--- src/common/dcache_geom_pkg.sv ---
// data cache geometry

package dcache_geom_pkg;

  // set associativity
  parameter int unsigned NumWays   = 4;

  // tag and set index widths
  parameter int unsigned TagWidth  = 8;
  parameter int unsigned IdxWidth  = 4;
  parameter int unsigned NumSets   = 2 ** IdxWidth;

  // byte offset inside one cacheline
  parameter int unsigned OffWidth  = 5;

  // one line is four 64-bit words
  parameter int unsigned LineWidth = 256;

endpackage

--- src/common/dcache_bank_pkg.sv ---
// data bank mapping

package dcache_bank_pkg;

  // one word per bank access
  parameter int unsigned WordWidth    = 64;
  parameter int unsigned WordBytes    = WordWidth / 8;

  // each word offset of a line lives in its own bank
  parameter int unsigned NumBanks     = 4;
  parameter int unsigned BankSelWidth = $clog2(NumBanks);

  // word offset to one-hot bank vector
  function automatic logic [NumBanks-1:0] bank_onehot(input logic [BankSelWidth-1:0] sel);
    logic [NumBanks-1:0] oh;
    oh      = '0;
    oh[sel] = 1'b1;
    return oh;
  endfunction

endpackage

--- src/hdl/dcache_read_mux.sv ---
// read word select

module dcache_read_mux (
  input  logic [dcache_bank_pkg::NumBanks-1:0][dcache_geom_pkg::NumWays-1:0]
               [dcache_bank_pkg::WordWidth-1:0]     bank_rdata_i,
  input  logic [dcache_bank_pkg::BankSelWidth-1:0]  bank_sel_q_i,
  input  logic [dcache_geom_pkg::NumWays-1:0]       hit_oh_i,
  input  logic                                      wr_cl_vld_i,
  input  logic [dcache_geom_pkg::OffWidth-1:0]      wr_cl_off_i,
  input  logic [dcache_geom_pkg::LineWidth-1:0]     wr_cl_data_i,
  output logic [dcache_bank_pkg::WordWidth-1:0]     rd_data_o
);

  import dcache_geom_pkg::*;
  import dcache_bank_pkg::*;

  localparam int unsigned WayIdxW = $clog2(NumWays);

  logic [WayIdxW-1:0]      hit_idx;
  logic [BankSelWidth-1:0] cl_word;

  // one-hot hit to way index
  always_comb begin
    hit_idx = '0;
    for (int unsigned j = 0; j < NumWays; j++) begin
      if (hit_oh_i[j]) begin
        hit_idx = hit_idx | WayIdxW'(j);
      end
    end
  end

  assign cl_word = wr_cl_off_i[OffWidth-1 -: BankSelWidth];

  // refill word bypasses the arrays
  assign rd_data_o = wr_cl_vld_i ? wr_cl_data_i[cl_word*WordWidth +: WordWidth] :
                                   bank_rdata_i[bank_sel_q_i][hit_idx];

endmodule

--- config.mk ---
export PLATFORM = sky130hd
export DESIGN_NAME = dcache_read_mux
export DESIGN_NICKNAME = d
export VERILOG_FILES = /design/src/common/dcache_geom_pkg.sv /design/src/common/dcache_bank_pkg.sv /design/src/hdl/dcache_read_mux.sv
export SDC_FILE = /design/constraint.sdc
export NUM_CORES = 1
export LEC_CHECK = 0
export ABC_AREA = 0
export BUFFER_PORTS_ARGS = -buffer_cell sky130_fd_sc_hd__buf_2
export CORE_AREA = 2 2 523 525
export DETAILED_ROUTE_END_ITERATION = 8
export DIE_AREA = 0 0 525 527
export PLACE_DENSITY = 0.3
export RECOVER_POWER = 50
export SYNTH_ARGS = -nofsm -noshare
export SYNTH_HDL_FRONTEND = slang
export SYNTH_SLANG_ARGS = --single-unit
--- constraint.sdc ---
create_clock -name vclk -period 2
set_clock_uncertainty 0.1 [all_clocks]
set_input_delay 0.2 -clock vclk [all_inputs]
set_output_delay 0.2 -clock vclk [all_outputs]
set_load 0.02 [all_outputs]
Word level (Yosys, flattened, before mapping) --
Index checks and enable logic that the tools add are counted.
Cells by class: $add $sub $neg 0, multiply operators 0, div/mod/pow operators 0, $lt $le $gt $ge 2, equality and inequality tests 0, shift-type cells 1, mux-type cells 8, bitwise logic cells 0, reduce and logical (&&, ||, !) cells 0
Operator list (count):
- $bmux 256 s2 | 1
- $mux 256 | 1
- $shiftx 256x9->64 | 1
- $bmux 64 s2 | 1
- $mux 64 | 2
- $lt 2x3->1 const B | 2
- $mux 2 | 2
- $mux 1 | 1
Storage, ports and cells: flip-flop bits (word level) 0, bits in latches 0, RAM bits 0, memory bits (read-only) 0, logic and storage cells 11, memories kept 0

Depth between registers and ports, before layout --
Gate-level depths: netlist (run 1).
word-level depth 6, depth in mapped cells 8, gate-level depth less buffers 4

Worst setup path after synthesis (run 1) --
OpenSTA, ideal clock, no wires.
kind input -> output, from input port bank_sel_q_i[1] (netlist bit), to output port rd_data_o[10] (netlist bit), data arrival time 1.480 ns, data required time 1.700 ns, setup slack 0.220 ns, stages on the path 6, path buffers 3, cell sequence buf_2 > buf_4 > clkbuf_1 > mux4_2 > a22oi_1 > nand3_1
Between the ends: cells in the longest elaborated chain, start to end 5
Ends and longest elaborated chain:
- start: declaration | RTL line dcache_read_mux.sv:6 | input logic [dcache_bank_pkg::BankSelWidth-1:0] bank_sel_q_i,
- $bmux 256 s2 | RTL line dcache_read_mux.sv:36 | bank_rdata_i[bank_sel_q_i][hit_idx];
- $mux 256 (not written as such) | RTL line dcache_read_mux.sv:36
- $bmux 64 s2 | RTL line dcache_read_mux.sv:36
- $mux 64 (not written as such) | RTL line dcache_read_mux.sv:36
- $mux 64 | RTL line dcache_read_mux.sv:35 | assign rd_data_o = wr_cl_vld_i ? wr_cl_data_i[cl_word*WordWidth +: WordWidth] :
- end: declaration | RTL line dcache_read_mux.sv:11 | output logic [dcache_bank_pkg::WordWidth-1:0] rd_data_o
Every way passes these cells. The select of a mux whose other input is x is not followed.

Worst setup path in the final report (run 1) --
from input port bank_sel_q_i[1] (netlist bit), to output port rd_data_o[20] (netlist bit)
Same word-level chain as after synthesis.

==> results of run 1 <==
[power groups by stage]
stage	Clock, mW	Sequential (mW)	Combinational (mW)
after floorplan	0	0	2.07
after global placement	0	0	5.76
after detailed placement	0	0	5.78
after CTS	0	0	6.59
after global routing	0.00000684	0	6.94
final	0.0000151	0	6.69
[critical path, stage by stage]
cell	delay [ns]
sky130_fd_sc_hd__buf_12	0.12
sky130_fd_sc_hd__buf_12	0.14
sky130_fd_sc_hd__buf_16	0.16
sky130_fd_sc_hd__buf_16	0.18
sky130_fd_sc_hd__mux2i_2	0.17
sky130_fd_sc_hd__a22oi_2	0.55
sky130_fd_sc_hd__nand3_2	0.14
sky130_fd_sc_hd__nand3_2	0.13
sky130_fd_sc_hd__buf_12	0.14
[through the flow]
stage | instance area, um^2 | setup TNS (ns)
6_report | 26700 | -8.58
5_1_grt | 26400 | -11.46
4_1_cts | 25700 | -10.52
3_5_place_dp | 23100 | -29.42
3_3_place_gp | 23100 | -29.14
2_1_floorplan | 9990 | 0
[cell usage after synthesis, drive strengths merged]
library cell and n:
o21a 1, o21ba 1, nor4 1, nand2 64, nand3 128, clkbuf 39, mux4 192, nor3 1
mux2i 256, nor4b 1, nor3b 1, buf 87, a22oi 192, nor2 2
[how the worst max path moves through the flow]
| stage | end |
|---|---|
| after floorplan | rd_data_o[10] |
| after global placement | rd_data_o[21] |
| after detailed placement | rd_data_o[21] |
| after CTS | rd_data_o[58] |
| after global routing | rd_data_o[20] |
| final | rd_data_o[20] |
[cell type report]
| class | instances | area, um^2 |
|---|---|---|
| diodes | 231 | 578 |
| fillers | 31808 | 245000 |
| multi-input cells | 840 | 10500 |
| well taps | 3589 | 4490 |
| repair buffers | 1650 | 11200 |
[cells by family after synthesis]
| family | share of synthesized area, % |
|---|---|
| AND/OR/NAND/NOR | 9.43 |
| multiplexers | 68.9 |
| buffers and inverters | 7.07 |
| AO/OA/AOI/OAI | 14.6 |
[placed cells by master, fill, tap and decap left out, types with 3 or more instances in the layout]
| cell type | netlist | layout |
|---|---|---|
| sky130_fd_sc_hd__nand2_1 | 64 | 41 |
| sky130_fd_sc_hd__buf_16 | 0 | 26 |
| sky130_fd_sc_hd__nand2_4 | 0 | 3 |
| sky130_fd_sc_hd__nand2_2 | 0 | 20 |
| sky130_fd_sc_hd__buf_2 | 54 | 1289 |
| sky130_fd_sc_hd__nand3_1 | 128 | 57 |
| sky130_fd_sc_hd__nand3_2 | 0 | 59 |
| sky130_fd_sc_hd__mux4_2 | 192 | 192 |
| sky130_fd_sc_hd__a22oi_2 | 0 | 93 |
| sky130_fd_sc_hd__mux2i_1 | 256 | 237 |
| sky130_fd_sc_hd__buf_12 | 0 | 81 |
| sky130_fd_sc_hd__mux2i_4 | 0 | 14 |
| sky130_fd_sc_hd__buf_6 | 13 | 91 |
| sky130_fd_sc_hd__diode_2 | 0 | 231 |
| sky130_fd_sc_hd__nand3_4 | 0 | 12 |
| sky130_fd_sc_hd__buf_4 | 18 | 150 |
| sky130_fd_sc_hd__a22oi_1 | 192 | 99 |
| sky130_fd_sc_hd__buf_8 | 0 | 12 |
| sky130_fd_sc_hd__mux2i_2 | 0 | 5 |
[metal layers]
metal	vias up	global-route usage, %	wire (um)
li1	7528	-	-
met1	9664	20.1	98600
met2	2221	25.8	103000
met3	772	10.5	35600
met4	186	4.74	10800
met5	-	0.970	1330
[what timing repair did]
item,4_1_cts,5_1_grt
gates resized for setup,366,90
cloned,12,0
setup endpoints to repair,64,64
pin swaps,94,55
setup buffers,65,18
==> results.json, run 1 <==
{
  "run_status": "finished with violations",
  "violations": "negative setup slack",
  "die_height_um": 527,
  "postLayoutSetupSlackWorst_ns": -0.318,
  "syn_avg_cell_area_um2": 10.3,
  "share_of_total_power_in_combinational_logic_pct": 100.0,
  "post_route_cells_drive_above_1_share_pct": 82.5,
  "flops_and_latches": 0,
  "drtAntennaViolNets": 0,
  "die_width_um": 525,
  "worstPathRequired_ns": 1.70,
  "worstHoldPathCells": 5,
  "netlist.area_leader.share_pct": 43.3,
  "pre_cts_slack_ns": -0.967,
  "p_switching_mw": 3.46,
  "min_delay_worst_endpoint": "rd_data_o[3]",
  "synthesis.yosys.warnings": 0,
  "initial_antenna_violation_count": 511,
  "hold_ws_ns": 0.835,
  "finalHoldViolations": 0,
  "arrival_ns": 2.02,
  "routabilityCongestion": 1.14,
  "power-per-cell-area_nw_per_um2": 250,
  "synth_nets": 2258,
  "hold_path_class": "in -> out",
  "place.detailed.hpwl_mm": 228,
  "timing.critical_path.from_type": "input port",
  "post_detailed_route_via_to_cell_ratio": 3.23,
  "cell_internal_pwr_mw": 3.23,
  "first_global_vias": 19172,
  "globalRoute.totalOverflow": 0,
  "leakagePower_nw": 11.3,
  "post_synth_inst_count": 966,
  "via_count": 20371,
  "gr-usage-all-layers_pct": 17.1,
  "floorplan.core_area_um2": 272000,
  "wirelength_mm": 249,
  "die_area_um2": 277000,
  "top_level_ports": 1356,
  "rsz_0062_raised_after_global_routing": "yes",
  "hp-start": "bank_rdata_i[771]",
  "synth_top_cells_by_area": "sky130_fd_sc_hd__mux4_2, sky130_fd_sc_hd__mux2i_1, sky130_fd_sc_hd__a22oi_1",
  "drc_errors": 0,
  "final-setup-viol-count": 63,
  "count_of_port_buffers_added_during_placement": 1352,
  "yosys.cell_types.count": 18,
  "total_number_of_nets_in_the_final_design": 3784,
  "synth_largest_area_cell": "sky130_fd_sc_hd__mux4_2",
  "area_growth_syn_to_layout_pct": 167,
  "max-vdd-ir-drop_mv": 0.123,
  "post-place-cells": 5994,
  "largest_net_degree_at_the_start_of_global_routing": 26,
  "max-slew-margin-rel_pct": 56.4,
  "post-layout-total-power_mw": 6.69,
  "synthesis.area_um2": 9990,
  "timing.critical_path.to_type": "output port",
  "final_core_utilization_pct": 9.84,
  "dr.pass1.iters": 7,
  "num_rows": 192,
  "final-seq-area_um2": 0,
  "postCtsHoldBufs": 0,
  "path_max_fanout": 6,
  "floorplan.initialDensity_pct": 3.68,
  "grt_pass1_wl_mm": 290,
  "yosysSeqAreaShare_pct": 0,
  "fin_crit_period_ns": 2.32,
  "crit_type": "in -> out",
  "period_share_pct": 116,
  "tightestPinTransition_ns": 0.654,
  "report.final.slew_viol_count": 0,
  "power_frac_clock_pct": 0,
  "maxCapViolCount": 0,
  "clock_buffer_count": 0,
  "finalNonFillerCells": 6310,
  "sequential_cell_fraction_of_total_power_pct": 0,
  "setup.worst_path.start": "bank_sel_q_i[1]",
  "drt_iter0_drc": 1844,
  "max_freq_mhz": 431,
  "p_sw_share_pct": 51.7,
  "route.detailed.wl_per_inst_um": 39.5
}
(Power assumes the default switching activity.)
==> inputs of run 2 (changes only) <==
- BUFFER_PORTS_ARGS: -buffer_cell sky130_fd_sc_hd__buf_2 -> default
- CORE_AREA: 2 2 523 525 -> 2 2 535 537
- DIE_AREA: 0 0 525 527 -> 0 0 537 539
- DONT_BUFFER_PORTS: default -> 1
- PLACE_DENSITY: 0.3 -> default
- REMOVE_ABC_BUFFERS: default -> 1
==> results.json, run 2 (same netlist as run 1, synthesis figures left out) <==
{
  "run_status": "finished with violations",
  "violations": "negative setup slack",
  "timing.critical_path.to_type": "output port",
  "wirelength_mm": 300,
  "path_max_fanout": 132,
  "area_growth_syn_to_layout_pct": 80.4,
  "initial_antenna_violation_count": 893,
  "die_height_um": 539,
  "final-seq-area_um2": 0,
  "finalHoldViolations": 0,
  "maxCapViolCount": 0,
  "grt_pass1_wl_mm": 323,
  "floorplan.initialDensity_pct": 3.52,
  "gr-usage-all-layers_pct": 19.3,
  "crit_type": "in -> out",
  "worstHoldPathCells": 4,
  "count_of_port_buffers_added_during_placement": 0,
  "globalRoute.totalOverflow": 0,
  "routabilityCongestion": 0.940,
  "period_share_pct": 125,
  "tightestPinTransition_ns": 0.930,
  "arrival_ns": 2.20,
  "postCtsHoldBufs": 0,
  "use_met1_pct": 19.1,
  "final-setup-viol-count": 64,
  "die_width_um": 537,
  "max-vdd-ir-drop_mv": 0.0650,
  "drtAntennaViolNets": 0,
  "floorplan.core_area_um2": 284000,
  "top_level_ports": 1356,
  "dr.pass1.iters": 5,
  "max-slew-margin-rel_pct": 38.0,
  "globalRoute.busiestLayer": "met2",
  "postLayoutSetupSlackWorst_ns": -0.502,
  "drt_iter0_drc": 2158,
  "final_core_utilization_pct": 6.35,
  "flops_and_latches": 0,
  "fin_crit_period_ns": 2.50,
  "timing.critical_path.from_type": "input port",
  "leakagePower_nw": 4.97,
  "post_detailed_route_via_to_cell_ratio": 3.10,
  "drc_errors": 0,
  "hold_ws_ns": 0.615,
  "max_freq_mhz": 400,
  "place.detailed.hpwl_mm": 273,
  "route.detailed.wl_per_inst_um": 59.0,
  "first_global_vias": 11681,
  "clock_buffer_count": 0,
  "via_count": 15737,
  "post_route_cells_drive_above_1_share_pct": 50.4,
  "final_common_cell": "sky130_fd_sc_hd__mux2i_1",
  "use_met3_pct": 19.8,
  "die_area_um2": 289000,
  "met2_usage_pct": 29.3,
  "hold_path_class": "in -> out",
  "largest_net_degree_at_the_start_of_global_routing": 385,
  "worstPathRequired_ns": 1.70,
  "rsz_0062_raised_after_global_routing": "yes",
  "mostFrequentLayoutCells": "sky130_fd_sc_hd__mux2i_1, sky130_fd_sc_hd__mux4_2, sky130_fd_sc_hd__a22oi_1, sky130_fd_sc_hd__nand3_2, sky130_fd_sc_hd__nand2_1",
  "num_rows": 196,
  "report.final.slew_viol_count": 0,
  "power-per-cell-area_nw_per_um2": 225,
  "total_number_of_nets_in_the_final_design": 2298
}
run 2: changes by cell type in the layout (fill, tap and decap cells not counted), moves of 23 or more:
cell and delta:
sky130_fd_sc_hd__buf_2 -1289, sky130_fd_sc_hd__buf_4 -119, sky130_fd_sc_hd__diode_2 +82, sky130_fd_sc_hd__buf_6 -42, sky130_fd_sc_hd__a22oi_1 +33, sky130_fd_sc_hd__a22oi_2 -33
sky130_fd_sc_hd__buf_12 -33, sky130_fd_sc_hd__nand2_1 +23
run 2: through the flow:
stage          setup slack, ns  instances  setup TNS, ns  area (um^2)  power, mW
3_5_place_dp            -0.624       4737         -19.31        15600       3.36
6_report                -0.502       5079         -25.43        18000       4.05
3_3_place_gp            -0.607       4737         -17.43        15600       3.33
4_1_cts                 -0.348       4749         -15.50        16400       3.61
5_1_grt                 -0.382       4866         -19.36        17500       4.24
2_1_floorplan            -4.16        840        -266.29         9290       1.73
run 2: final cells by class:
cell class / count / area (um^2)
diodes: 313 / 783
fillers: 33273 / 266000
multi-input cells: 840 / 10100
well taps: 3762 / 4710
repair buffers: 164 / 2490
run 2: worst paths after layout:
path              slack, ns       endpoint       startpoint
setup / recovery      -0.50  rd_data_o[47]  bank_sel_q_i[0]
hold / removal         0.61  rd_data_o[60]      hit_oh_i[1]
run 2: where the power goes:
| part | leakage [nW] | internal (mW) | switching (mW) |
|---|---|---|---|
| Sequential | 0 | 0 | 0 |
| Clock | 0.00198 | 0.0000219 | 0 |
| Combinational | 4.97 | 1.94 | 2.11 |
| Total | 4.97 | 1.94 | 2.11 |
run 2: metal layers:
metal  routed length, um  vias to the layer above  part of all wire (%)
li1                    -                     4625                     -
met1               97500                     6948                    33
met2              125000                     2409                    42
met3               67200                     1213                    22
met4                7010                      542                   2.3
met5                3520                        -                   1.2
run 2: timing repair:
action | CTS | global route
setup buffers | 12 | 2
resized for setup | 142 | 97
setup endpoints to repair | 64 | 64
cloned | 2 | 13
pin swaps | 43 | 62
run 2: critical path, stage by stage:
cell	delay, ns
sky130_fd_sc_hd__nor3b_4	0.46
sky130_fd_sc_hd__buf_12	0.17
sky130_fd_sc_hd__buf_12	0.19
sky130_fd_sc_hd__a22oi_1	0.18
sky130_fd_sc_hd__nand3_1	0.16
sky130_fd_sc_hd__nand3_1	0.16
sky130_fd_sc_hd__buf_6	0.17
