$ cat config.mk
export PLATFORM = sky130hd
export DESIGN_NAME = dcache_mem_ctrl
export DESIGN_NICKNAME = d
export VERILOG_FILES = /design/src/common/dcache_geom_pkg.sv /design/src/common/dcache_bank_pkg.sv /design/src/hdl/dcache_rr_arb.sv /design/src/hdl/dcache_mem_ctrl.sv
export SDC_FILE = /design/constraint.sdc
export NUM_CORES = 1
export LEC_CHECK = 0
export BUFFER_PORTS_ARGS = -buffer_cell sky130_fd_sc_hd__buf_2
export CAP_MARGIN = 15
export CORE_MARGIN = 10
export CORE_UTILIZATION = 30
export DETAILED_ROUTE_END_ITERATION = 7
export PLACE_DENSITY = 0.8
export SLEW_MARGIN = 20
export SYNTH_ARGS = -nofsm -noshare
export SYNTH_HDL_FRONTEND = slang
export SYNTH_SLANG_ARGS = --single-unit
export TNS_END_PERCENT = 50
$ cat constraint.sdc
create_clock -name clk_i -period 3.25 [get_ports clk_i]
set_clock_uncertainty 0.05 [all_clocks]
set_input_delay 0.65 -clock clk_i [delete_from_list [all_inputs] [get_ports clk_i]]
set_output_delay 0.65 -clock clk_i [all_outputs]
set_load 0.05 [all_outputs]
$ cat src/common/dcache_geom_pkg.sv
// data cache geometry

package dcache_geom_pkg;

  // set associativity
  parameter int unsigned NumWays   = 4;

  // tag and set index widths
  parameter int unsigned TagWidth  = 8;
  parameter int unsigned IdxWidth  = 4;
  parameter int unsigned NumSets   = 2 ** IdxWidth;

  // byte offset inside one cacheline
  parameter int unsigned OffWidth  = 5;

  // one line is four 64-bit words
  parameter int unsigned LineWidth = 256;

endpackage

$ cat src/common/dcache_bank_pkg.sv
// data bank mapping

package dcache_bank_pkg;

  // one word per bank access
  parameter int unsigned WordWidth    = 64;
  parameter int unsigned WordBytes    = WordWidth / 8;

  // each word offset of a line lives in its own bank
  parameter int unsigned NumBanks     = 4;
  parameter int unsigned BankSelWidth = $clog2(NumBanks);

  // word offset to one-hot bank vector
  function automatic logic [NumBanks-1:0] bank_onehot(input logic [BankSelWidth-1:0] sel);
    logic [NumBanks-1:0] oh;
    oh      = '0;
    oh[sel] = 1'b1;
    return oh;
  endfunction

endpackage

$ cat src/hdl/dcache_rr_arb.sv
// round robin arbiter

module dcache_rr_arb #(
  parameter int unsigned NumPorts = 3
) (
  input  logic                        clk_i,
  input  logic                        rst_ni,
  input  logic [NumPorts-1:0]         req_i,
  output logic [NumPorts-1:0]         gnt_o,
  output logic [$clog2(NumPorts)-1:0] idx_o,
  output logic                        req_o
);

  localparam int unsigned IdxW = $clog2(NumPorts);

  // last granted port
  logic [IdxW-1:0] ptr_q;

  assign req_o = |req_i;

  // search starts right after the last winner and wraps around
  always_comb begin
    int unsigned cand;
    logic        found;
    found = 1'b0;
    idx_o = '0;
    gnt_o = '0;
    for (int unsigned i = 0; i < NumPorts; i++) begin
      cand = (32'(ptr_q) + 1 + i) % NumPorts;
      if (!found && req_i[cand]) begin
        found = 1'b1;
        idx_o = IdxW'(cand);
      end
    end
    gnt_o[idx_o] = found;
  end

  always_ff @(posedge clk_i or negedge rst_ni) begin
    if (!rst_ni) begin
      ptr_q <= IdxW'(NumPorts - 1);
    end else if (req_o) begin
      ptr_q <= idx_o;
    end
  end

  // a port wins twice in a row only when nobody else asks
  gnt_fair: assert property (
    @(posedge clk_i) disable iff (!rst_ni)
    $onehot0(gnt_o) &&
      !(req_o && $past(req_o) && $past(rst_ni) && gnt_o == $past(gnt_o) && !$onehot(req_i)))
    else $error("round robin grant not fair or not one-hot");

endmodule

$ cat src/hdl/dcache_mem_ctrl.sv
// data cache access control

module dcache_mem_ctrl #(
  parameter int unsigned NumPorts = 3
) (
  input  logic                                                   clk_i,
  input  logic                                                   rst_ni,
  input  logic [NumPorts-1:0]                                    rd_req_i,
  input  logic [NumPorts-1:0][dcache_geom_pkg::IdxWidth-1:0]     rd_idx_i,
  input  logic [NumPorts-1:0][dcache_geom_pkg::OffWidth-1:0]     rd_off_i,
  input  logic [NumPorts-1:0][dcache_geom_pkg::TagWidth-1:0]     rd_tag_i,
  input  logic [NumPorts-1:0]                                    rd_tag_only_i,
  input  logic [NumPorts-1:0]                                    rd_prio_i,
  input  logic                                                   wr_cl_vld_i,
  input  logic [dcache_geom_pkg::NumWays-1:0]                    wr_cl_we_i,
  input  logic [dcache_geom_pkg::IdxWidth-1:0]                   wr_cl_idx_i,
  input  logic [dcache_geom_pkg::OffWidth-1:0]                   wr_cl_off_i,
  input  logic [dcache_geom_pkg::NumWays-1:0]                    wr_req_i,
  input  logic [dcache_geom_pkg::IdxWidth-1:0]                   wr_idx_i,
  input  logic [dcache_geom_pkg::OffWidth-1:0]                   wr_off_i,
  output logic [NumPorts-1:0]                                    rd_ack_o,
  output logic                                                   wr_ack_o,
  output logic [dcache_geom_pkg::NumWays-1:0]                    tag_req_o,
  output logic                                                   tag_we_o,
  output logic [dcache_geom_pkg::IdxWidth-1:0]                   tag_idx_o,
  output logic [dcache_bank_pkg::NumBanks-1:0]                   bank_req_o,
  output logic [dcache_bank_pkg::NumBanks-1:0]                   bank_we_o,
  output logic [dcache_bank_pkg::NumBanks-1:0][dcache_geom_pkg::IdxWidth-1:0] bank_idx_o,
  output logic [dcache_geom_pkg::TagWidth-1:0]                   rd_tag_o,
  output logic [dcache_bank_pkg::BankSelWidth-1:0]               bank_sel_q_o,
  output logic                                                   cmp_en_q_o
);

  import dcache_geom_pkg::*;
  import dcache_bank_pkg::*;

  localparam int unsigned PortIdxW = $clog2(NumPorts);

  logic [NumPorts-1:0]     rd_req_prio;
  logic [NumPorts-1:0]     rd_req_masked;
  logic [PortIdxW-1:0]     sel_d;
  logic [PortIdxW-1:0]     sel_q;
  logic                    rd_acked;
  logic                    rd_data_acc;
  logic [BankSelWidth-1:0] rd_bank;
  logic [BankSelWidth-1:0] wr_bank;
  logic [BankSelWidth-1:0] bank_sel_d;

  ////////////////////////////////////////////////////////////////////////////
  // priority masking and arbitration
  ////////////////////////////////////////////////////////////////////////////

  // high prio requests shut out all low prio ones
  assign rd_req_prio   = rd_req_i & rd_prio_i;
  // a refill owns the arrays, so nobody competes and the pointer holds
  assign rd_req_masked = ((|rd_req_prio) ? rd_req_prio : rd_req_i) & {NumPorts{~wr_cl_vld_i}};

  dcache_rr_arb #(
    .NumPorts (NumPorts)
  ) u_rr_arb (
    .clk_i  (clk_i),
    .rst_ni (rst_ni),
    .req_i  (rd_req_masked),
    .gnt_o  (rd_ack_o),
    .idx_o  (sel_d),
    .req_o  (rd_acked)
  );

  assign rd_data_acc = rd_acked & ~rd_tag_only_i[sel_d];
  assign rd_bank     = rd_off_i[sel_d][OffWidth-1 -: BankSelWidth];
  assign wr_bank     = wr_off_i[OffWidth-1 -: BankSelWidth];
  assign bank_sel_d  = wr_cl_vld_i ? wr_cl_off_i[OffWidth-1 -: BankSelWidth] : rd_bank;

  // tag array, refill writes the selected ways, a read looks up all ways
  assign tag_we_o  = wr_cl_vld_i;
  assign tag_req_o = wr_cl_vld_i ? wr_cl_we_i : {NumWays{rd_acked}};
  assign tag_idx_o = wr_cl_vld_i ? wr_cl_idx_i : rd_idx_i[sel_d];

  ////////////////////////////////////////////////////////////////////////////
  // bank requests
  ////////////////////////////////////////////////////////////////////////////

  always_comb begin
    bank_req_o = '0;
    bank_we_o  = '0;
    bank_idx_o = {NumBanks{wr_idx_i}};
    wr_ack_o   = 1'b0;
    if (wr_cl_vld_i) begin
      if (|wr_cl_we_i) begin
        bank_req_o = '1;
        bank_we_o  = '1;
        bank_idx_o = {NumBanks{wr_cl_idx_i}};
      end
    end else begin
      if (rd_data_acc) begin
        bank_req_o          = bank_onehot(rd_bank);
        bank_idx_o[rd_bank] = rd_idx_i[sel_d];
      end
      // word write only loses against a data read of the same bank
      if ((|wr_req_i) && !(rd_data_acc && (rd_bank == wr_bank))) begin
        wr_ack_o   = 1'b1;
        bank_req_o = bank_req_o | bank_onehot(wr_bank);
        bank_we_o  = bank_onehot(wr_bank);
      end
    end
  end

  // read pipeline stage
  always_ff @(posedge clk_i or negedge rst_ni) begin
    if (!rst_ni) begin
      sel_q        <= '0;
      bank_sel_q_o <= '0;
      cmp_en_q_o   <= 1'b0;
    end else begin
      sel_q        <= sel_d;
      bank_sel_q_o <= bank_sel_d;
      cmp_en_q_o   <= rd_acked;
    end
  end

  // the tag of the granted port comes one cycle late
  assign rd_tag_o = rd_tag_i[sel_q];

  word_write_onehot: assert property (
    @(posedge clk_i) disable iff (!rst_ni) wr_ack_o |-> $onehot(wr_req_i))
    else $error("word write acknowledged with a non one-hot way vector");

endmodule

# Word-level counts from Yosys, hierarchy flattened

Index checks and enable logic that the tools add are counted.

$lt $le $gt $ge: 10
Bitwise operators: 7
Div/mod/pow operators: 3
Muxes and demuxes: 45
$add $sub $neg: 3
Eq/ne operators: 1
Reductions and logical operators: 14

Operator list:

| kind                                                    | count |
|---|---|
| < comparator 32 x 3 -> 1 bit (second input constant)    | 3 |
| remainder unit 32 x 2 -> 32 bit (second input constant) | 3 |
| 2-to-1 mux 16 bit                                       | 3 |
| 2-to-1 mux 4 bit                                        | 11 |
| adder 32 x 1 -> 32 bit (second input constant)          | 1 |
| adder 32 x 2 -> 32 bit (second input constant)          | 1 |
| binary-select mux 8 bit (select 2 bit)                  | 1 |
| bitwise mux 16 bit                                      | 1 |
| < comparator 2 x 3 -> 1 bit (second input constant)     | 4 |
| 2-to-1 mux 1 bit                                        | 12 |
| binary-select mux 5 bit (select 2 bit)                  | 1 |
| AND 3 bit                                               | 3 |
| binary-select mux 1 bit (select 2 bit)                  | 4 |
| binary-select mux 4 bit (select 2 bit)                  | 1 |
| demux 4 bit (select 2 bit)                              | 1 |
| 2-to-1 mux 2 bit                                        | 4 |
| 2-to-1 mux 8 bit                                        | 1 |
| OR reduction 4 bit                                      | 2 |
| logical AND 1 bit                                       | 7 |
| demux 1 bit (select 2 bit)                              | 3 |
| >= comparator 2 x 1 -> 1 bit (second input constant)    | 3 |
| OR reduction 3 bit                                      | 2 |
| 2-to-1 mux 5 bit                                        | 1 |
| OR 4 bit                                                | 1 |
| 6 further kinds                                         | 9 |

Word-level logic and storage cells: 87
Bits in registers: 7

# Depth between registers and ports, before layout

Gate-level depths: netlist (run 1).

Depth in word-level cells: 24
Gate-level depth with buffers: 11
Gate-level depth less buffers: 9

# Cells and area by module

A second synthesis (run 1) with hierarchy kept.

Cells, all modules: 191
Area, all modules: 1,581.5 µm²

By module, submodules not included:

| module          | area an instance (µm²) | cells an instance | sequential area each (µm²) | instances |
|---|---|---|---|---|
| dcache_mem_ctrl | 1,263.7                | 153               | 125.1                      | 1 |
| dcache_rr_arb   | 317.8                  | 38                | 51.3                       | 1 |

# Worst setup path after synthesis (run 1)

OpenSTA, ideal clock, no wires.

Path kind: reg-to-output
From: reg u_rr_arb.ptr_q[1]
To: out bank_idx_o[11] (netlist name)
Stages on the path, launching flop included: 9
Arrival time: 3.529 ns
Path slack: -0.979 ns
Required time: 2.550 ns
Cell sequence: dfstp_2 -> ha_1 -> or3_1 -> and3_4 -> and3_4 -> buf_6 -> a221o_2 -> and2_4 -> a221oi_1

RTL lines:

| item                   | RTL line              | RTL |
|---|---|---|
| start, declared        | dcache_rr_arb.sv:17   | `logic [IdxW-1:0] ptr_q;` |
| start signal, assigned | dcache_rr_arb.sv:40   | `ptr_q <= IdxW'(NumPorts - 1);` |
| start signal, assigned | dcache_rr_arb.sv:42   | `ptr_q <= idx_o;` |
| end, declared          | dcache_mem_ctrl.sv:28 | `output logic [dcache_bank_pkg::NumBanks-1:0][dcache_geom_pkg::IdxWidth-1:0] bank_idx_o,` |

==> results.txt, run 1 <==
----------------------------------------------------
[Clock tree]
  TritonCTS clock tree ... yes
  Number of buffers added by the clock tree synthesis step ... 3
  Clock edge transition at the registers on the reported setup and hold paths ... 0.04 ns
  # clock sinks ... 7
  H-tree depth reported by CTS ... 1
  Insertion delay of the later-clocked pin in the worst-skew pair ... 0.23 ns
  Clock root cell ... clkbuf_8
  Maximum clock path buffer count ... 2

[GRT]
  Maximum number of pins on one net before global-route repair ... 19
  Global-route total usage across every layer ... 16.7%
  Grt ovf ... 0
  Initial antenna violation count ... 0
  Wire length of the first global-routing pass ... 11.7 mm
  Via count of the first global-routing pass ... 2421

[Outcome]
  Outcome ... finished, violations left
  Violations in the final reports ... negative setup slack

[Yosys]
  Combinational family with the most area after synthesis ... compound AO/OA/AOI/OAI gates
  Sequential share of the synthesized area ... 11.7%
  Arithmetic-cell share of the synthesized area counting full adders, half adders and majority gates ... 1.65%
  Average footprint of a synthesized cell ... 8.05 um2
  Main synth FF type ... dfrtp_1
  Count of flip-flops with a built-in enable after synthesis ... 0
  Dominant cells by area after synthesis ... dfrtp_1, a221oi_1, nand2_1, mux2i_1, buf_6
  Post-Synth XOR/XNOR Area ... 1.16%
  Synthesized area ... 0.00151 mm2
  Share of synthesized cell area in and, or, nand and nor gates ... 30.8%
  Number of synthesized register bits ... 7
  Distinct cells, synth ... 57
  Fraction of synthesis flops using an asynchronous set or reset pin ... 100%
  Gate count after technology mapping ... 188
  Compound-Gate Fraction of Synth Area ... 39.5%
  Synth Warn # ... 0
  Cell type with the highest aggregate area in the netlist ... dfrtp_1
  Share of the synthesized area in the top cell type ... 9.93%
  Mux cell area share after synthesis ... 6.78%
  Nets in the synthesized netlist ... 279

[Detailed routing]
  Vias per cell ... 5.31
  DRT antenna net count ... 0
  Routed vias ... 2274
  Violation count after the first detailed-routing iteration ... 104
  Number of iterations in the first detailed-routing pass ... 4
  Number of DRC violations after detailed routing ... 0
  Detailed Route WL ... 8.13 mm
  Avg WL per Cell ... 19.0 um

[Finish]
  Number of fillers in the final layout ... 346
  Most common cell after layout, fill and taps aside ... buf_2
  Area growth from synthesis to final layout ... 121%
  Top library cells by usage in the layout, fill and taps aside ... buf_2, buf_6, buf_4
  Antenna diode instance count ... 0
  Fin nets ... 453
  Share of post-route cells with drive strength above 1 ... 70.9%

[STA]
  Final critical-path required period ... 3.78 ns
  Worst Tran Pin Value ... 0.843 ns
  Post-route setup TNS ... -12.55 ns
  Worst hold margin ... 0.190 ns
  Worst relative slew slack ... 43.1%
  Final clock period utilization by the worst path ... 116%
  RSZ-0062 raised after global routing ... true
  Number of hold violations in the final report ... 0
  Max Transition Viols Final ... 0
  Fmax ... 265 MHz
  Minimum setup slack in the final design ... -0.525 ns
  Final setup violation count ... 29

[Power and ir drop]
  IR drop worst, VDD ... 272 uV
  Power density over the cells ... 516 mW/mm2
  Leakage power total ... 1.51 nW

[Floorplan]
  Die span in y ... 91.0 um
  Site row count ... 25
  CORE AREA ... 0.00482 mm2
  Area of the die ... 0.00828 mm2
  Initial core utilization ... 31.4%
  Die span in x ... 91.0 um
  Ports placed on the boundary ... 137

[Setup path]
  Source of the worst register-to-register timing path ... u_rr_arb.ptr_q[1]
  Largest fanout on the critical path ... 6
  Reg-to-Reg End ... bank_sel_q_o[0]
  Register-to-Register Path Depth ... 7
  Required time of the critical path ... 2.55 ns
  Worst Setup Start Kind ... flop
  Worst setup path category ... reg2out
  Nature of the critical path endpoint ... output port
  Worst R2R Setup Slack ... 0.67 ns
  Worst path arrival time ... 3.08 ns

[Worst hold path]
  Hold/Removal Path Class ... in2async

[Placement]
  Number of buffers added on ports ... 121
  HPWL after DPL ... 5.96 mm
  Final weighted congestion in routability-driven placement ... 0.871
  Minimum setup slack after placement ... -0.501 ns

[Job]
  Max-capacitance violation count ... 0

----------------------------------------------------
-- through the flow --
step / utilization (%) / std cells / total power, mW / cell area (um2)
6_report: 69.5 / 428 / 1.73 / 3350
3_5_place_dp: 57.2 / 408 / 1.29 / 2760
4_1_cts: 65.2 / 419 / 1.56 / 3140
3_3_place_gp: 57.2 / 408 / 1.26 / 2760
2_1_floorplan: - / 188 / 0.963 / 1830
5_1_grt: 69.5 / 428 / 1.81 / 3350
-- flip-flops by register name (all words and copies together) (netlist names) --
name / count
bank_sel_q_o: 2
sel_q: 2
u_rr_arb.ptr_q: 2
cmp_en_q_o: 1
-- worst max path at each step --
stage / cells after the start / slack (ns) / end / from
after CTS: 11 / -0.43 / bank_idx_o[8] / u_rr_arb.ptr_q[1]
after floorplan: 9 / -0.25 / bank_idx_o[10] / u_rr_arb.ptr_q[1]
after global routing: 9 / -0.60 / bank_idx_o[8] / u_rr_arb.ptr_q[1]
after global placement: 11 / -0.44 / bank_idx_o[15] / rd_prio_i[1]
after detailed placement: 10 / -0.50 / bank_idx_o[4] / rd_prio_i[1]
final: 13 / -0.53 / bank_idx_o[15] / u_rr_arb.ptr_q[1]
-- worst max-delay path, stage by stage (launching register included) --
cell      delay (ns)
dfstp_2         0.57
inv_2           0.06
ha_4            0.17
or2_2           0.29
a21o_4          0.25
a32oi_4         0.21
buf_12          0.15
buf_12          0.10
a221oi_4        0.06
buf_12          0.15
buf_4           0.14
nor4b_2         0.41
a211oi_4        0.09
buf_6           0.19
-- layer usage --
metal	global-route usage, %	up-vias	part of all wire (%)
met5	0	-	0
met4	5.87	0	2.6
met3	4.77	16	6.8
met2	29.1	106	49
met1	19.0	1070	41
li1	-	1082	-
-- Yosys cell counts (2+ instances only) --
cell      instances
and2_1            3
a221oi_4          2
o211ai_1          2
nand3_1           2
xnor2_1           2
a21o_2            3
ha_1              2
nor2b_1           2
a21o_1            2
dfrtp_1           6
nand2_1          29
a31o_2            5
o211ai_2          2
clkbuf_1          2
mux2_2            2
buf_6             7
a221oi_1         13
and3_2            2
nor2_1           18
or2b_1            2
nor3_1            2
nand3_2           2
inv_1             6
o21ai_0          10
mux2i_1           8
a211oi_1          4
a221o_1           5
o21a_1            4
nor4b_1           3
and3_1            6
or3_1             2
and3_4            2
nand3_4           2
-- power breakdown --
group	total [mW]	internal, mW	switching, mW
combinational	1.47	0.639	0.835
clock	0.124	0.0850	0.0387
sequential	0.130	0.108	0.0225
total	1.73	0.832	0.897
-- timing repair --
| item | 4_1_cts | 5_1_grt |
|---|---|---|
| hold buffers | 0 | 0 |
| pin swaps | 14 | 20 |
| gates resized for setup | 81 | 25 |
| endpoints found under the setup margin | 29 | 29 |
| setup buffers | 7 | 9 |
-- area by class of cell --
class / instances / area (um2) / share of cell area, %
flip-flops and latches: 7 / 176 / 5.27
clock buffers: 4 / 45.0 / 1.35
multi-input cells: 163 / 1660 / 49.4
inverters: 7 / 28.8 / 0.859
well taps: 67 / 83.8 / 2.50
repair buffers: 180 / 1360 / 40.6
-- cells by family (layout without fill, tap and decap cells) --
logic type,count (synthesis),after routing
xor gates and xnor gates,2,2
muxes,10,10
adders and majority gates,2,2
buffers and inverters,18,191
DFF,7,7
and+or+nand+nor,84,84
AOI/OAI and AO/OA,65,65
Power figures use the tool's default switching activity.
==> inputs of run 2 (changes only) <==
Settings changed: CORE_MARGIN 10 to unset.
==> results.txt, run 2 (synthesis results as in run 1) <==
----------------------------------------------------
[GRT]
  Wire length of the first global-routing pass ... 9.86 mm
  Via count of the first global-routing pass ... 2171
  Initial antenna violation count ... 0
  Grt ovf ... 0
  Maximum number of pins on one net before global-route repair ... 19
  Global-route total usage across every layer ... 24.2%

[STA]
  Fmax ... 267 MHz
  Minimum setup slack in the final design ... -0.497 ns
  Final clock period utilization by the worst path ... 115%
  Post-route setup TNS ... -11.15 ns
  Max Transition Viols Final ... 0
  Worst relative slew slack ... 43.4%
  Worst hold margin ... 0.196 ns
  Final setup violation count ... 29
  Number of hold violations in the final report ... 0
  Final critical-path required period ... 3.75 ns
  Worst Tran Pin Value ... 0.838 ns
  RSZ-0062 raised after global routing ... true

[Placement]
  HPWL after DPL ... 4.94 mm
  Placement Cell Area ... 0.00276 mm2
  Instance count after placement with tap cells included ... 409
  Final weighted congestion in routability-driven placement ... 0.849
  Number of buffers added on ports ... 121

[Detailed routing]
  DRT antenna net count ... 0
  Routed vias ... 2288
  Detailed Route WL ... 7.03 mm
  Violation count after the first detailed-routing iteration ... 87
  Number of DRC violations after detailed routing ... 0
  Number of iterations in the first detailed-routing pass ... 4
  Avg WL per Cell ... 16.6 um
  Vias per cell ... 5.40

[Clock tree]
  # clock sinks ... 7
  Clock root cell ... clkbuf_8
  Insertion delay of the later-clocked pin in the worst-skew pair ... 0.23 ns
  Clock edge transition at the registers on the reported setup and hold paths ... 0.04 ns
  H-tree depth reported by CTS ... 1
  Number of buffers added by the clock tree synthesis step ... 3
  Maximum clock path buffer count ... 2
  TritonCTS clock tree ... yes

[Finish]
  Biggest registers after layout ... bank_sel_q_o (2), sel_q (2), u_rr_arb.ptr_q (2)
  Number of fillers in the final layout ... 352
  Area growth from synthesis to final layout ... 112%
  Area of all placed cells without fillers ... 0.00320 mm2
  Share of post-route cells with drive strength above 1 ... 68.9%
  Fin nets ... 449
  Antenna diode instance count ... 0
  Most common cell after layout, fill and taps aside ... buf_2
  Top library cells by usage in the layout, fill and taps aside ... buf_2, buf_4, buf_6
  Post-Layout Cell Count ... 424

[Floorplan]
  Ports placed on the boundary ... 137
  Area of the die ... 0.00533 mm2
  Initial core utilization ... 31.6%
  CORE AREA ... 0.00479 mm2
  Die span in y ... 73.0 um
  Site row count ... 25
  Die span in x ... 73.0 um

[Setup path]
  Largest fanout on the critical path ... 8
  Required time of the critical path ... 2.55 ns
  Nature of the critical path endpoint ... output port
  Worst setup path category ... reg2out
  Worst Setup Start Kind ... flop
  Worst path arrival time ... 3.05 ns
  Register-to-Register Path Depth ... 8

[Power and ir drop]
  Power density over the cells ... 513 mW/mm2
  Leakage power total ... 1.47 nW
  IR drop worst, VDD ... 221 uV

[Outcome]
  Outcome ... finished, violations left
  Violations in the final reports ... negative setup slack

[Worst hold path]
  Hold/Removal Path Class ... in2async

[Job]
  Max-capacitance violation count ... 0

----------------------------------------------------
==> run 2: cell types whose count changed in the layout (fill, tap and decap cells not counted), moves of 2 or more <==
| cell | before | now |
|---|---|---|
| buf_6 | 48 | 36 |
| buf_4 | 35 | 43 |
| nor2_1 | 12 | 16 |
| nor2_4 | 4 | 0 |
| a221o_2 | 3 | 1 |
| and3_1 | 4 | 6 |
| and3_4 | 4 | 2 |
| buf_12 | 4 | 2 |
==> run 2: repair_timing <==
action                     4_1_cts  5_1_grt
hold buffers                     0        0
pin swaps                       12        9
gates cloned                     1        1
buffers inserted                 5        5
setup endpoints to repair       29       29
resized for setup               64       22
==> run 2: path summary, 6_finish.rpt <==
| check | start | endpoint | slack (ns) |
|---|---|---|---|
| min in group clk_i | u_rr_arb.ptr_q[1] | u_rr_arb.ptr_q[1] | 0.53 |
| max reg2reg | u_rr_arb.ptr_q[1] | bank_sel_q_o[1] | 0.54 |
| min | rst_ni | bank_sel_q_o[1] | 0.20 |
| max in group asynchronous | rst_ni | u_rr_arb.ptr_q[1] | 2.73 |
| max | u_rr_arb.ptr_q[1] | bank_we_o[1] | -0.50 |
| min reg2reg | u_rr_arb.ptr_q[1] | u_rr_arb.ptr_q[1] | 0.53 |
==> run 2: power breakdown <==
part | leakage, nW | internal (mW) | switching [mW]
clock | 0.0228 | 0.0849 | 0.0380
sequential | 0.0855 | 0.108 | 0.0222
combinational | 1.36 | 0.589 | 0.800
total | 1.47 | 0.782 | 0.861
==> run 2: stage by stage <==
stage          setup slack [ns]  utilization (%)  power, mW
3_3_place_gp             -0.460             57.7       1.26
5_1_grt                  -0.546             66.9       1.72
3_5_place_dp             -0.539             57.7       1.29
2_1_floorplan            -0.247                -      0.963
6_report                 -0.497             66.9       1.64
4_1_cts                  -0.517             64.2       1.55
==> run 2: cell type report <==
class | count | area (um2) | area share [%]
multi-input combinational | 164 | 1620 | 50.5
timing repair buffer | 175 | 1250 | 39.0
tap | 67 | 83.8 | 2.62
sequential | 7 | 176 | 5.51
clock buffer | 4 | 45.0 | 1.41
inverter | 7 | 28.8 | 0.899
==> run 2: worst max-delay path: stages, from the launching register on <==
cell and delay [ns]:
dfstp_2 0.57, ha_4 0.22, or3_1 0.36, and3_4 0.20
a32oi_4 0.24, buf_12 0.16, buf_6 0.11, a221o_4 0.25
nand3_4 0.19, buf_6 0.18, a21o_2 0.19, buf_6 0.15
==> run 2: per-layer routing <==
| layer | GRT usage (%) | vias up | wire length (um) |
|---|---|---|---|
| met5 | 0 | - | 0 |
| met4 | 11.5 | 0 | 242 |
| met3 | 3.18 | 21 | 490 |
| met2 | 44.3 | 128 | 3510 |
| met1 | 27.5 | 1068 | 2780 |
| li1 | - | 1071 | - |
